[config.mk]
export PLATFORM = sky130hd
export DESIGN_NAME = amo_lsu_top
export DESIGN_NICKNAME = d
export VERILOG_FILES = /design/src/verilog/amo_pkg.sv /design/src/verilog/amo_req_stage.sv /design/src/verilog/amo_alu.sv /design/src/verilog/amo_stb.sv /design/src/verilog/amo_lsu_top.sv
export VERILOG_INCLUDE_DIRS = /design/src /design/src/include
export SDC_FILE = /design/constraint.sdc
export NUM_CORES = 1
export LEC_CHECK = 0
export BUFFER_PORTS_ARGS = -buffer_cell sky130_fd_sc_hd__buf_2
export CAP_MARGIN = 15
export CORE_MARGIN = 3
export CORE_UTILIZATION = 54
export DETAILED_ROUTE_END_ITERATION = 7
export PLACE_DENSITY = 0.77
export SLEW_MARGIN = 20
export SYNTH_ARGS = -nofsm -noshare
export SYNTH_HDL_FRONTEND = slang
export SYNTH_SLANG_ARGS = --single-unit
[constraint.sdc]
create_clock -name amo_clk -period 6.9 [get_ports amo_clk]
set_input_delay 2.07 -clock amo_clk [delete_from_list [all_inputs] [get_ports amo_clk]]
set_output_delay 2.07 -clock amo_clk [all_outputs]
set_load 0.02 [all_outputs]
[src/include/amo_defs.svh]
`ifndef AMO_DEFS_SVH
`define AMO_DEFS_SVH

// x-check on a signal, only in cycles where en is high
`define AMO_ASSERT_KNOWN(lbl, clk, rst_b, en, sig) \
  lbl: assert property (@(posedge clk) disable iff (!rst_b) (en) |-> !$isunknown(sig))

// exactly one bit set, only in cycles where en is high
`define AMO_ASSERT_ONEHOT(lbl, clk, rst_b, en, sig) \
  lbl: assert property (@(posedge clk) disable iff (!rst_b) (en) |-> $onehot(sig))

`endif

[src/verilog/amo_pkg.sv]
package amo_pkg;

  //==============================
  // widths
  //==============================
  // data path width
  localparam int XLEN       = 64;
  // adder needs one extra bit for the compare carry
  localparam int ADDER_W    = XLEN + 1;
  localparam int AMO_FUNC_W = 5;
  localparam int AMO_SIZE_W = 2;

  //==============================
  // amo op codes
  //==============================
  localparam logic [AMO_FUNC_W-1:0] OP_SWAP = 5'd0;
  localparam logic [AMO_FUNC_W-1:0] OP_ADD  = 5'd1;
  localparam logic [AMO_FUNC_W-1:0] OP_AND  = 5'd2;
  localparam logic [AMO_FUNC_W-1:0] OP_OR   = 5'd3;
  localparam logic [AMO_FUNC_W-1:0] OP_XOR  = 5'd4;
  localparam logic [AMO_FUNC_W-1:0] OP_MAX  = 5'd5;
  localparam logic [AMO_FUNC_W-1:0] OP_MIN  = 5'd6;
  localparam logic [AMO_FUNC_W-1:0] OP_MAXU = 5'd7;
  localparam logic [AMO_FUNC_W-1:0] OP_MINU = 5'd8;

  // size codes, only word and doubleword are legal for amo
  localparam logic [AMO_SIZE_W-1:0] SIZE_WORD  = 2'b10;
  localparam logic [AMO_SIZE_W-1:0] SIZE_DWORD = 2'b11;

  // store buffer index width, at least one bit
  function automatic int idx_w(input int depth);
    int w;
    w = 1;
    while ((1 << w) < depth)
    begin
      w++;
    end
    return w;
  endfunction

endpackage

[src/verilog/amo_req_stage.sv]
`timescale 1ns/1ps
`include "amo_defs.svh"

module amo_req_stage #(
  parameter int STB_DEPTH = 4
) (
  input  logic                                 amo_clk,
  input  logic                                 cpurst_b,
  input  logic                                 req_vld,
  input  logic [amo_pkg::AMO_FUNC_W-1:0]       req_func,
  input  logic [amo_pkg::AMO_SIZE_W-1:0]       req_size,
  input  logic [amo_pkg::XLEN-1:0]             req_ld_data,
  input  logic [amo_pkg::idx_w(STB_DEPTH)-1:0] req_id,
  output logic                                 da_vld,
  output logic [amo_pkg::AMO_FUNC_W-1:0]       da_func,
  output logic [amo_pkg::AMO_SIZE_W-1:0]       da_size,
  output logic [amo_pkg::XLEN-1:0]             da_src0,
  output logic [amo_pkg::idx_w(STB_DEPTH)-1:0] da_id
);

  //==============================
  // da stage valid
  //==============================
  // one cycle request pipe
  always_ff @(posedge amo_clk or negedge cpurst_b)
  begin
    if (!cpurst_b)
    begin
      da_vld <= 1'b0;
    end
    else
    begin
      da_vld <= req_vld;
    end
  end

  //==============================
  // da stage payload
  //==============================
  // fields only move on a new request
  always_ff @(posedge amo_clk)
  begin
    if (req_vld)
    begin
      da_func <= req_func;
      da_size <= req_size;
      // memory value from the load side
      da_src0 <= req_ld_data;
      da_id   <= req_id;
    end
  end

  //==============================
  // checks
  //==============================
  // issued request carries a legal op and size into da
  a_req_legal: assert property (@(posedge amo_clk) disable iff (!cpurst_b)
    req_vld |=> (da_func <= amo_pkg::OP_MINU) &&
                ((da_size == amo_pkg::SIZE_WORD) || (da_size == amo_pkg::SIZE_DWORD)));

  // no x on the fields the alu decodes
  `AMO_ASSERT_KNOWN(a_da_known, amo_clk, cpurst_b, da_vld, {da_func, da_size, da_id});

endmodule

[src/verilog/amo_alu.sv]
`timescale 1ns/1ps
`include "amo_defs.svh"

module amo_alu #(
  parameter int STB_DEPTH = 4
) (
  input  logic                                 amo_clk,
  input  logic                                 cpurst_b,
  input  logic                                 da_vld,
  input  logic [amo_pkg::AMO_FUNC_W-1:0]       da_func,
  input  logic [amo_pkg::AMO_SIZE_W-1:0]       da_size,
  input  logic [amo_pkg::XLEN-1:0]             da_src0,
  input  logic [amo_pkg::idx_w(STB_DEPTH)-1:0] da_id,
  input  logic [amo_pkg::XLEN-1:0]             stb_src1,
  output logic                                 amo_rst_vld,
  output logic [amo_pkg::idx_w(STB_DEPTH)-1:0] amo_rst_id,
  output logic [amo_pkg::XLEN-1:0]             amo_rst_data
);

  localparam int XW = amo_pkg::XLEN;
  localparam int AW = amo_pkg::ADDER_W;

  // op decode
  logic          op_swap;
  logic          op_add;
  logic          op_and;
  logic          op_or;
  logic          op_xor;
  logic          op_max;
  logic          op_min;
  logic          op_maxu;
  logic          op_minu;
  // size and extension
  logic          sz_wd;
  logic          sz_dw;
  logic          ext_unsign;
  logic [3:0]    ext_sel;
  // adder path
  logic          adder_sel;
  logic          adder_sub;
  logic [XW-1:0] adder_src0;
  logic [XW-1:0] adder_src1;
  logic [AW-1:0] adder_rs0;
  logic [AW-1:0] adder_rs1_raw;
  logic [AW-1:0] adder_rs1;
  logic [AW-1:0] adder_sum;
  logic          adder_lt;
  // min/max/swap pick
  logic          src0_pick;
  logic [XW-1:0] pick_rst;
  // logic path
  logic          logic_sel;
  logic [XW-1:0] logic_src0;
  logic [XW-1:0] logic_src1;
  logic [XW-1:0] logic_rst;
  // result mux
  logic [2:0]    rst_sel;
  logic [XW-1:0] alu_rst;

  // sign or zero extend to adder width
  // sel is {dw_sign, dw_unsign, wd_sign, wd_unsign}
  function automatic logic [AW-1:0] ext_op(input logic [3:0] sel, input logic [XW-1:0] d);
    logic [AW-1:0] r;
    case (sel)
      4'b1000: r = {d[XW-1], d};
      4'b0100: r = {1'b0, d};
      4'b0010: r = {{(AW-32){d[31]}}, d[31:0]};
      4'b0001: r = {{(AW-32){1'b0}}, d[31:0]};
      default: r = '0;
    endcase
    return r;
  endfunction

  //==============================
  // decode
  //==============================
  assign op_swap = (da_func == amo_pkg::OP_SWAP);
  assign op_add  = (da_func == amo_pkg::OP_ADD);
  assign op_and  = (da_func == amo_pkg::OP_AND);
  assign op_or   = (da_func == amo_pkg::OP_OR);
  assign op_xor  = (da_func == amo_pkg::OP_XOR);
  assign op_max  = (da_func == amo_pkg::OP_MAX);
  assign op_min  = (da_func == amo_pkg::OP_MIN);
  assign op_maxu = (da_func == amo_pkg::OP_MAXU);
  assign op_minu = (da_func == amo_pkg::OP_MINU);

  assign sz_wd = (da_size == amo_pkg::SIZE_WORD);
  assign sz_dw = (da_size == amo_pkg::SIZE_DWORD);

  // only the unsigned compares zero extend
  assign ext_unsign = op_maxu | op_minu;
  assign ext_sel    = {sz_dw & ~ext_unsign, sz_dw & ext_unsign,
                       sz_wd & ~ext_unsign, sz_wd & ext_unsign};

  //==============================
  // adder
  //==============================
  // add and all compares share one adder
  assign adder_sel = op_add | op_max | op_min | op_maxu | op_minu;
  // everything but add is a subtract
  assign adder_sub = ~op_add;

  // idle operands held at zero to keep the adder quiet
  assign adder_src0 = {XW{adder_sel}} & da_src0;
  assign adder_src1 = {XW{adder_sel}} & stb_src1;

  assign adder_rs0     = ext_op(ext_sel, adder_src0);
  assign adder_rs1_raw = ext_op(ext_sel, adder_src1);
  // invert plus carry in for subtract
  assign adder_rs1 = adder_sub ? ~adder_rs1_raw : adder_rs1_raw;
  assign adder_sum = adder_rs0 + adder_rs1 + {{(AW-1){1'b0}}, adder_sub};

  // top bit of the extended difference, set when src0 < src1
  assign adder_lt = adder_sum[AW-1];

  //==============================
  // min / max / swap
  //==============================
  // max keeps src0 when not less, min keeps src0 when less
  // swap always returns the register operand
  assign src0_pick = ((op_max | op_maxu) ^ adder_lt) & ~op_swap;
  assign pick_rst  = src0_pick ? da_src0 : stb_src1;

  //==============================
  // logic ops
  //==============================
  assign logic_sel  = op_and | op_or | op_xor;
  assign logic_src0 = {XW{logic_sel}} & da_src0;
  assign logic_src1 = {XW{logic_sel}} & stb_src1;

  assign logic_rst = ({XW{op_and}} & (logic_src0 & logic_src1)) |
                     ({XW{op_or}}  & (logic_src0 | logic_src1)) |
                     ({XW{op_xor}} & (logic_src0 ^ logic_src1));

  //==============================
  // result select
  //==============================
  // {pick, logic, adder}
  assign rst_sel = {op_swap | op_max | op_min | op_maxu | op_minu, logic_sel, op_add};

  always_comb
  begin
    case (rst_sel)
      3'b001:  alu_rst = adder_sum[XW-1:0];
      3'b010:  alu_rst = logic_rst;
      3'b100:  alu_rst = pick_rst;
      default: alu_rst = '0;
    endcase
  end

  //==============================
  // result flop
  //==============================
  always_ff @(posedge amo_clk or negedge cpurst_b)
  begin
    if (!cpurst_b)
    begin
      amo_rst_vld <= 1'b0;
    end
    else
    begin
      amo_rst_vld <= da_vld;
    end
  end

  // result and index follow the valid one cycle later
  always_ff @(posedge amo_clk)
  begin
    if (da_vld)
    begin
      amo_rst_data <= alu_rst;
      amo_rst_id   <= da_id;
    end
  end

  // every issued op lands on exactly one result source
  `AMO_ASSERT_ONEHOT(a_rst_sel_onehot, amo_clk, cpurst_b, da_vld, rst_sel);

endmodule

[src/verilog/amo_stb.sv]
`timescale 1ns/1ps
`include "amo_defs.svh"

module amo_stb #(
  parameter int STB_DEPTH = 4
) (
  input  logic                                 amo_clk,
  input  logic                                 cpurst_b,
  input  logic                                 alloc_vld,
  input  logic [amo_pkg::idx_w(STB_DEPTH)-1:0] alloc_id,
  input  logic [amo_pkg::XLEN-1:0]             alloc_data,
  input  logic [amo_pkg::idx_w(STB_DEPTH)-1:0] da_id,
  input  logic                                 amo_rst_vld,
  input  logic [amo_pkg::idx_w(STB_DEPTH)-1:0] amo_rst_id,
  input  logic [amo_pkg::XLEN-1:0]             amo_rst_data,
  input  logic                                 mem_stall,
  output logic [amo_pkg::XLEN-1:0]             stb_src1,
  output logic                                 mem_wr_vld,
  output logic [amo_pkg::idx_w(STB_DEPTH)-1:0] mem_wr_id,
  output logic [amo_pkg::XLEN-1:0]             mem_wr_data
);

  localparam int ID_W = amo_pkg::idx_w(STB_DEPTH);

  // entry state encoding
  localparam logic [1:0] ST_FREE = 2'b00;
  localparam logic [1:0] ST_PEND = 2'b01;
  localparam logic [1:0] ST_DONE = 2'b10;

  logic [1:0]              ent_st   [STB_DEPTH];
  logic [amo_pkg::XLEN-1:0] ent_data [STB_DEPTH];

  // drain pick
  logic                     pick_vld;
  logic [ID_W-1:0]          pick_id;
  logic                     pick_go;
  // drain stage ahead of the write port
  logic                     drn_vld;
  logic [ID_W-1:0]          drn_id;
  logic [amo_pkg::XLEN-1:0] drn_data;

  //==============================
  // operand read
  //==============================
  // register operand for the op in da
  assign stb_src1 = ent_data[da_id];

  //==============================
  // entry state
  //==============================
  // alloc, write-back and drain never touch the same entry
  always_ff @(posedge amo_clk or negedge cpurst_b)
  begin
    if (!cpurst_b)
    begin
      for (int i = 0; i < STB_DEPTH; i++)
      begin
        ent_st[i] <= ST_FREE;
      end
    end
    else
    begin
      if (alloc_vld)
      begin
        ent_st[alloc_id] <= ST_PEND;
      end
      if (amo_rst_vld)
      begin
        ent_st[amo_rst_id] <= ST_DONE;
      end
      if (pick_go)
      begin
        ent_st[pick_id] <= ST_FREE;
      end
    end
  end

  // entry data, operand on alloc, result on write-back
  always_ff @(posedge amo_clk)
  begin
    if (alloc_vld)
    begin
      ent_data[alloc_id] <= alloc_data;
    end
    if (amo_rst_vld)
    begin
      ent_data[amo_rst_id] <= amo_rst_data;
    end
  end

  //==============================
  // drain
  //==============================
  // fixed priority, lowest done index wins
  always_comb
  begin
    pick_vld = 1'b0;
    pick_id  = '0;
    for (int i = STB_DEPTH - 1; i >= 0; i--)
    begin
      if (ent_st[i] == ST_DONE)
      begin
        pick_vld = 1'b1;
        pick_id  = ID_W'(i);
      end
    end
  end

  // stall freezes both the pick and the drain stage
  assign pick_go = pick_vld & ~mem_stall;

  always_ff @(posedge amo_clk or negedge cpurst_b)
  begin
    if (!cpurst_b)
    begin
      drn_vld    <= 1'b0;
      mem_wr_vld <= 1'b0;
    end
    else
    begin
      if (!mem_stall)
      begin
        drn_vld <= pick_vld;
      end
      mem_wr_vld <= drn_vld & ~mem_stall;
    end
  end

  always_ff @(posedge amo_clk)
  begin
    if (pick_go)
    begin
      drn_id   <= pick_id;
      drn_data <= ent_data[pick_id];
    end
    // memory write port
    if (drn_vld && !mem_stall)
    begin
      mem_wr_id   <= drn_id;
      mem_wr_data <= drn_data;
    end
  end

  //==============================
  // checks
  //==============================
  // alu result must come back to an entry still waiting for it
  a_wb_pending: assert property (@(posedge amo_clk) disable iff (!cpurst_b)
    amo_rst_vld |-> (ent_st[amo_rst_id] == ST_PEND));

  // no allocation over a live entry
  a_alloc_free: assert property (@(posedge amo_clk) disable iff (!cpurst_b)
    alloc_vld |-> (ent_st[alloc_id] == ST_FREE));

  `AMO_ASSERT_KNOWN(a_wb_id_known, amo_clk, cpurst_b, amo_rst_vld, amo_rst_id);

endmodule

[src/verilog/amo_lsu_top.sv]
`timescale 1ns/1ps

module amo_lsu_top #(
  parameter int STB_DEPTH = 4
) (
  input  logic                                 amo_clk,
  input  logic                                 cpurst_b,
  // entry allocation
  input  logic                                 alloc_vld,
  input  logic [amo_pkg::idx_w(STB_DEPTH)-1:0] alloc_id,
  input  logic [amo_pkg::XLEN-1:0]             alloc_data,
  // amo request
  input  logic                                 req_vld,
  input  logic [amo_pkg::AMO_FUNC_W-1:0]       req_func,
  input  logic [amo_pkg::AMO_SIZE_W-1:0]       req_size,
  input  logic [amo_pkg::XLEN-1:0]             req_ld_data,
  input  logic [amo_pkg::idx_w(STB_DEPTH)-1:0] req_id,
  // memory write side
  input  logic                                 mem_stall,
  output logic                                 mem_wr_vld,
  output logic [amo_pkg::idx_w(STB_DEPTH)-1:0] mem_wr_id,
  output logic [amo_pkg::XLEN-1:0]             mem_wr_data
);

  localparam int ID_W = amo_pkg::idx_w(STB_DEPTH);

  // da stage
  logic                           da_vld;
  logic [amo_pkg::AMO_FUNC_W-1:0] da_func;
  logic [amo_pkg::AMO_SIZE_W-1:0] da_size;
  logic [amo_pkg::XLEN-1:0]       da_src0;
  logic [ID_W-1:0]                da_id;
  // stb operand and alu result
  logic [amo_pkg::XLEN-1:0]       stb_src1;
  logic                           amo_rst_vld;
  logic [ID_W-1:0]                amo_rst_id;
  logic [amo_pkg::XLEN-1:0]       amo_rst_data;

  //==============================
  // request stage
  //==============================
  amo_req_stage #(.STB_DEPTH(STB_DEPTH)) u_req_stage (
    .amo_clk     (amo_clk),
    .cpurst_b    (cpurst_b),
    .req_vld     (req_vld),
    .req_func    (req_func),
    .req_size    (req_size),
    .req_ld_data (req_ld_data),
    .req_id      (req_id),
    .da_vld      (da_vld),
    .da_func     (da_func),
    .da_size     (da_size),
    .da_src0     (da_src0),
    .da_id       (da_id)
  );

  //==============================
  // alu
  //==============================
  amo_alu #(.STB_DEPTH(STB_DEPTH)) u_alu (
    .amo_clk      (amo_clk),
    .cpurst_b     (cpurst_b),
    .da_vld       (da_vld),
    .da_func      (da_func),
    .da_size      (da_size),
    .da_src0      (da_src0),
    .da_id        (da_id),
    .stb_src1     (stb_src1),
    .amo_rst_vld  (amo_rst_vld),
    .amo_rst_id   (amo_rst_id),
    .amo_rst_data (amo_rst_data)
  );

  //==============================
  // store buffer
  //==============================
  amo_stb #(.STB_DEPTH(STB_DEPTH)) u_stb (
    .amo_clk      (amo_clk),
    .cpurst_b     (cpurst_b),
    .alloc_vld    (alloc_vld),
    .alloc_id     (alloc_id),
    .alloc_data   (alloc_data),
    .da_id        (da_id),
    .amo_rst_vld  (amo_rst_vld),
    .amo_rst_id   (amo_rst_id),
    .amo_rst_data (amo_rst_data),
    .mem_stall    (mem_stall),
    .stb_src1     (stb_src1),
    .mem_wr_vld   (mem_wr_vld),
    .mem_wr_id    (mem_wr_id),
    .mem_wr_data  (mem_wr_data)
  );

endmodule

======== Yosys cells after proc, flatten, opt, wreduce, memory -nomap -nowiden ========
Memories as Yosys holds them, arrays and structs flattened. A register that Yosys moved wholly into a read port is not among the register bits.
Index checks and enable logic that the tools add are counted.
storage, ports and cells
  bits in writable memories ............... 256
  output and inout bits ................... 67
  register bits ........................... 219
  memories kept ........................... 1
  input port bits ......................... 144
operators by class
  eq/ne operators ......................... 21
  add/sub/neg operators ................... 2
  order comparisons ....................... 6
  muxes and demuxes ....................... 27
  reduce and logical (&&, ||, !) cells .... 6
  bitwise gates (word level) .............. 48
memories
  name            words  bits a word  read ports  clocked after Yosys merged registers in  write ports  line           RTL
  u_stb.ent_data  4      64           2           2                                        2            amo_stb.sv:31  logic [amo_pkg::XLEN-1:0] ent_data [STB_DEPTH];
operator list
  operator                                                                      number
  65-bit one-hot mux with 4 select lines                                        2
  64-bit AND                                                                    8
  64-bit OR                                                                     3
  64-bit one-hot mux with 3 select lines                                        1
  65-bit by 1-bit adder with 65-bit output                                      1
  65-bit adder                                                                  1
  65-bit two-way mux                                                            1
  65-bit inverter                                                               1
  64-bit two-way mux                                                            1
  64-bit bitwise XOR                                                            1
  8-bit two-way mux                                                             3
  5-bit by 3-bit == test with 1-bit output, second input constant               4
  2-bit two-way mux                                                             8
  2-bit demux with 2-bit select                                                 3
  2-bit == test, second input constant                                          6
  1-bit OR                                                                      12
  5-bit by 2-bit == test with 1-bit output, second input constant               2
  3-bit greater-or-equal comparator, second input constant                      3
  3-bit by 1-bit less-than comparator with 1-bit output, second input constant  3
  2-bit inverter with 3-bit output                                              3
  4-bit AND                                                                     2
  8-bit AND                                                                     1
  1-bit two-way mux                                                             8
  4-bit inverter                                                                2
  17 further kinds                                                              30

======== Depth between registers and ports, before layout ========
  word-level depth ........................ 15
  mapped depth ............................ 23
  mapped depth without buffers ............ 18

======== By module ========
Synthesis repeated with hierarchy kept, for this count alone.
second synthesis, totals
  cells, all modules ...................... 2923
  area, all modules ....................... 34463.1 sq um
by module, submodules not included
  module         area an instance (sq um)  instances  cells each
  amo_stb        19606.3                   1          1205
  amo_alu        12639.6                   1          1644
  amo_req_stage  2217.1                    1          74

======== Worst setup path after synthesis ========
No wires, ideal clock.
  path type ............................... input -> register
  start point ............................. input port mem_stall
  end point ............................... register u_stb.drn_data[0] in the netlist's numbering (read register of u_stb.ent_data), enable pin
  cell stages on the path ................. 1
  setup time .............................. 531 ps
  path buffers ............................ 0
  arrival ................................. 5438 ps
  required time ........................... 6369 ps
  slack ................................... 930 ps
  path through ............................ a31oi_1
between the ends
  word-level cells in the longest chain between the ends .. 2
RTL lines
  item             line               RTL
  start, declared  amo_lsu_top.sv:19  input logic mem_stall,
  1-bit inverter   amo_stb.sv:110     assign pick_go = pick_vld & ~mem_stall;
  1-bit AND        amo_stb.sv:110
  end, declared    amo_stb.sv:40      logic [amo_pkg::XLEN-1:0] drn_data;
No other way between the ends.
A chain may end at the register's enable or synchronous reset.

======== Worst setup path in the final report ========
  start point ............................. register u_req_stage.da_func[0] in the netlist's numbering
  end point ............................... register u_alu.amo_rst_data[44] in the netlist's numbering (data pin)
between the ends
  word-level cells in the longest chain between the ends .. 15
  elaborated cells on any way between the ends .. 57
RTL lines
  item                                                                                                  line                          RTL
  start, declared                                                                                       amo_req_stage.sv:15           output logic [amo_pkg::AMO_FUNC_W-1:0] da_func,
  start signal, assigned                                                                                amo_req_stage.sv:45           da_func <= req_func;
  5-bit by 1-bit == test with 1-bit output or 5-bit by 3-bit == test with 1-bit output (tied branches)  amo_alu.sv:78, amo_alu.sv:82
  1-bit OR (4 in a row)                                                                                 amo_alu.sv:99                 assign adder_sel = op_add | op_max | op_min | op_maxu | op_minu;
  64-bit AND                                                                                            amo_alu.sv:105                assign adder_src1 = {XW{adder_sel}} & stb_src1;
  65-bit one-hot mux with 4 select lines                                                                amo_alu.sv:64                 case (sel)
  65-bit inverter                                                                                       amo_alu.sv:110                assign adder_rs1 = adder_sub ? ~adder_rs1_raw : adder_rs1_raw;
  65-bit two-way mux                                                                                    amo_alu.sv:110
  65-bit adder                                                                                          amo_alu.sv:111                assign adder_sum = adder_rs0 + adder_rs1 + {{(AW-1){1'b0}}, adder_sub};
  65-bit by 1-bit adder with 65-bit output                                                              amo_alu.sv:111
  1-bit bitwise XOR                                                                                     amo_alu.sv:121                assign src0_pick = ((op_max | op_maxu) ^ adder_lt) & ~op_swap;
  1-bit AND                                                                                             amo_alu.sv:121
  64-bit two-way mux                                                                                    amo_alu.sv:122                assign pick_rst = src0_pick ? da_src0 : stb_src1;
  64-bit one-hot mux with 3 select lines (*)                                                            amo_alu.sv:143                case (rst_sel)
  named net u_alu.alu_rst[44]                                                                           amo_alu.sv:58                 logic [XW-1:0] alu_rst;
  end signal, assigned                                                                                  amo_alu.sv:171                amo_rst_data <= alu_rst;
  end, declared                                                                                         amo_alu.sv:17                 output logic [amo_pkg::XLEN-1:0] amo_rst_data
The timed path passes the listed nets; every way through them passes the cells marked *.

==> metrics <==
Critical path origin u_req_stage.da_func[0]; minimum clock period approximately 6000 ps; met2 Use GR 0.452; Antenna Nets Post-Route 0; Leakage between 15 and 20 nW; Max VDD drop 0.000228 V; crit path capture u_alu.amo_rst_data[44]; Post-synth ARST share 0.0222; busiest grt layer met2; die width 254 um; CTS buffer count 56; Worst-Margin Slew 1160 ps; Worst Path Buf+Inv 2; CTS Buffer Depth 3; die area about 64,000 um^2; Worst Path Arrival 6330 ps; starting density of the core 0.547; vias in the first global route 24.3k; drt wl/cell 25.9 um; Port Buffers 210; Synth Area per Inst 11.7 um^2; Post-synth EDFFs 527; number of DRC markers in iteration 0 3,425; Nets about 3.3k; Via density 6.56; # IOs 211; core area ~60,000 um^2; top_reg_cell synth edfxtp_1; grt ovf 0; max_slew headroom 0.224; CTS tree built; vias 24.8k; crit start category register; clk_lat worst skew 630 ps; CP max FO 65; Layout Utilization 0.607; initial antenna violation count 9; drt total wl 97,800 um; final period utilization 0.869; worst hold path startpoint u_stb.drn_data[32]; slowest stage delay, CP about 600 ps; Fmax 167 MHz; class of the most critical setup path register to register; Area Overhead vs Synth 11.0%; worst r2r src u_req_stage.da_func[0]; gr usage total 0.299; Worst Path Required 7240 ps; die height about 250 um; ratio of cells with drive above 1 in the final layout 0.236; global-route wire length before repair 147,000 um; status finished clean; RSZ-0062 raised after global routing no; Mapped Cells 2,818; Reg2Reg Depth 18; RD Place Congestion 0.959; final setup TNS 0 ps; Max Cap Violations 0; GRT met1 Usage 0.430; CTS Hold Bufs 0; syn_nets 3,154; Levels on crit path 18; cell area after synthesis 33,100 um^2; Power Density 299 nW/um^2; clock root buffer clkbuf_16; drt first pass iters 8; final setup violation count 0; FF-to-FF End u_alu.amo_rst_data[44]; cell with the largest stage delay on the worst path or4b_4; clk slew on worst S/H paths 70 ps; worst-path cell chain buf_4 > or4b_4 > o32ai_4 > buf_4 > a21o_1 > o21ai_0 > fa_1 > nand2b_1 > a21oi_1 > o211ai_1 > o211a_1 > o21ai_0 > a21oi_1 > o21bai_1 > a41oi_1 > o31ai_1 > xnor2_1 > o221ai_1; Post-CTS Setup Bufs 0; distinct cell type count of the synthesized netlist 79; grt met3 use 0.0826; Final Hold Vio Count 0; Yosys warning count 0; Site Rows 90; Seq/Total Area, Yosys 0.489; Resized cells post-CTS 0; Remaining DRCs 0; synthesis-stage register bit count between 500 and 600; flop2flop setup slack 910 ps; Fin Clk Skew approximately 25 ps; Crit. End Element register; htree depth 2; delay-heaviest family, CP compound AO/OA/AOI/OAI gates; largest net degree at the start of global routing between 90 and 100; worst min path class register to register; CTS sink count 541; Post-DP HPWL 65,500 um; Max Slew Vio Count 0
final cells by class:
cell class	count	area, um^2
Clock buffer	71	1490
Timing Repair Buffer	249	1400
Clock inverter	34	340
Fill cell	4670	23700
Multi-Input combinational cell	1936	15700
Sequential cell	541	16200
Antenna cell	10	25.0
Inverter	154	578
Tap cell	782	978
cell usage in the layout (no fill, tap or decap), drive strengths merged, types with 16 or more instances in the layout:
cell type / netlist / routed
mux4: 64 / 64
xnor2: 95 / 95
and3: 69 / 69
buf: 41 / 249
mux2: 258 / 258
clkbuf: 146 / 71
a21oi: 183 / 183
nor2: 114 / 114
nand2: 308 / 308
a21o: 70 / 70
nand3: 17 / 17
clkinv: 0 / 24
a222oi: 103 / 103
and2: 36 / 36
nand4: 25 / 25
nand2b: 26 / 26
edfxtp: 527 / 527
o21ai: 101 / 101
ha: 191 / 191
mux2i: 72 / 72
xor2: 30 / 30
inv: 154 / 156
a31oi: 16 / 16
synth_stat cells (70+ instances only):
cell	count	area share
inv_1	154	0.017
a21oi_1	183	0.028
clkbuf_1	146	0.017
mux2i_1	72	0.022
mux2_2	258	0.088
a222oi_1	103	0.031
ha_1	191	0.072
nor2_1	113	0.013
nand2_1	308	0.035
xnor2_1	94	0.025
a21o_1	70	0.016
edfxtp_1	527	0.48
worst register-to-register path: stages, from the launching register on:
cell,delay (ps)
edfxtp_1,350
buf_4,260
or4b_4,600
o32ai_4,150
buf_4,530
a21o_1,240
o21ai_0,170
fa_1,500
nand2b_1,180
a21oi_1,180
o211ai_1,260
o211a_1,320
o21ai_0,450
a21oi_1,230
o21bai_1,320
a41oi_1,260
o31ai_1,310
xnor2_1,230
o221ai_1,180
how the worst min path moves through the flow:
stage	end	slack [ps]	cells after the start
CTS	u_stb.mem_wr_data[32]	420	0
floorplan	u_stb.mem_wr_data[0]	400	0
finish	u_stb.mem_wr_data[32]	410	0
global placement	u_stb.mem_wr_data[52]	400	0
detailed placement	u_stb.mem_wr_data[34]	400	0
global route	u_stb.mem_wr_data[3]	420	0
per-layer routing:
| metal | vias to the layer above | share of wire |
|---|---|---|
| met1 | 12200 | 0.40 |
| met3 | 169 | 0.13 |
| li1 | 10900 | - |
| met5 | - | 0.00028 |
| met4 | 4 | 0.023 |
| met2 | 1501 | 0.45 |
logic make-up after synthesis:
kind of cell,Yosys count,synth area share
buffers and inverters,341,0.0403
adders and majority gates,192,0.0728
xor gates and xnor gates,125,0.0333
muxes,394,0.153
DFF,541,0.489
AOI/OAI and AO/OA,577,0.120
and+or+nand+nor,648,0.0916
power breakdown:
| group | switching [W] | internal [W] | total, W |
|---|---|---|---|
| logic | 0.00214 | 0.00116 | 0.00330 |
| registers | 0.000278 | 0.00436 | 0.00464 |
| clock network | 0.00132 | 0.00172 | 0.00304 |
| total | 0.00374 | 0.00724 | 0.0110 |
registers in the layout (all words and copies together) (netlist names), named ones only:
name	flops
u_alu.amo_rst_data	64
u_stb.mem_wr_data	64
u_req_stage.da_size	2
u_stb.mem_wr_id	2
u_req_stage.da_vld	1
u_req_stage.da_src0	64
u_stb.drn_id	2
u_stb.ent_st	8
u_stb.mem_wr_vld	1
u_req_stage.da_id	2
u_alu.amo_rst_vld	1
u_stb.drn_data	64
u_stb.ent_data	256
u_req_stage.da_func	5
u_alu.amo_rst_id	2
u_stb.drn_vld	1
through the flow:
step | setup slack [ps] | std cells | power [W] | hold slack (ps) | area, um^2
floorplan | 930 | 2818 | 0.00679 | 400 | 33100
global placement | 1120 | 3661 | 0.00784 | 401 | 34800
detailed placement | 1000 | 3661 | 0.00792 | 405 | 34800
CTS | 981 | 3766 | 0.0110 | 417 | 36700
global route | 609 | 3773 | 0.0114 | 424 | 36700
finish | 906 | 3777 | 0.0110 | 412 | 36700
Note: power is estimated with default switching activity, not from simulation.
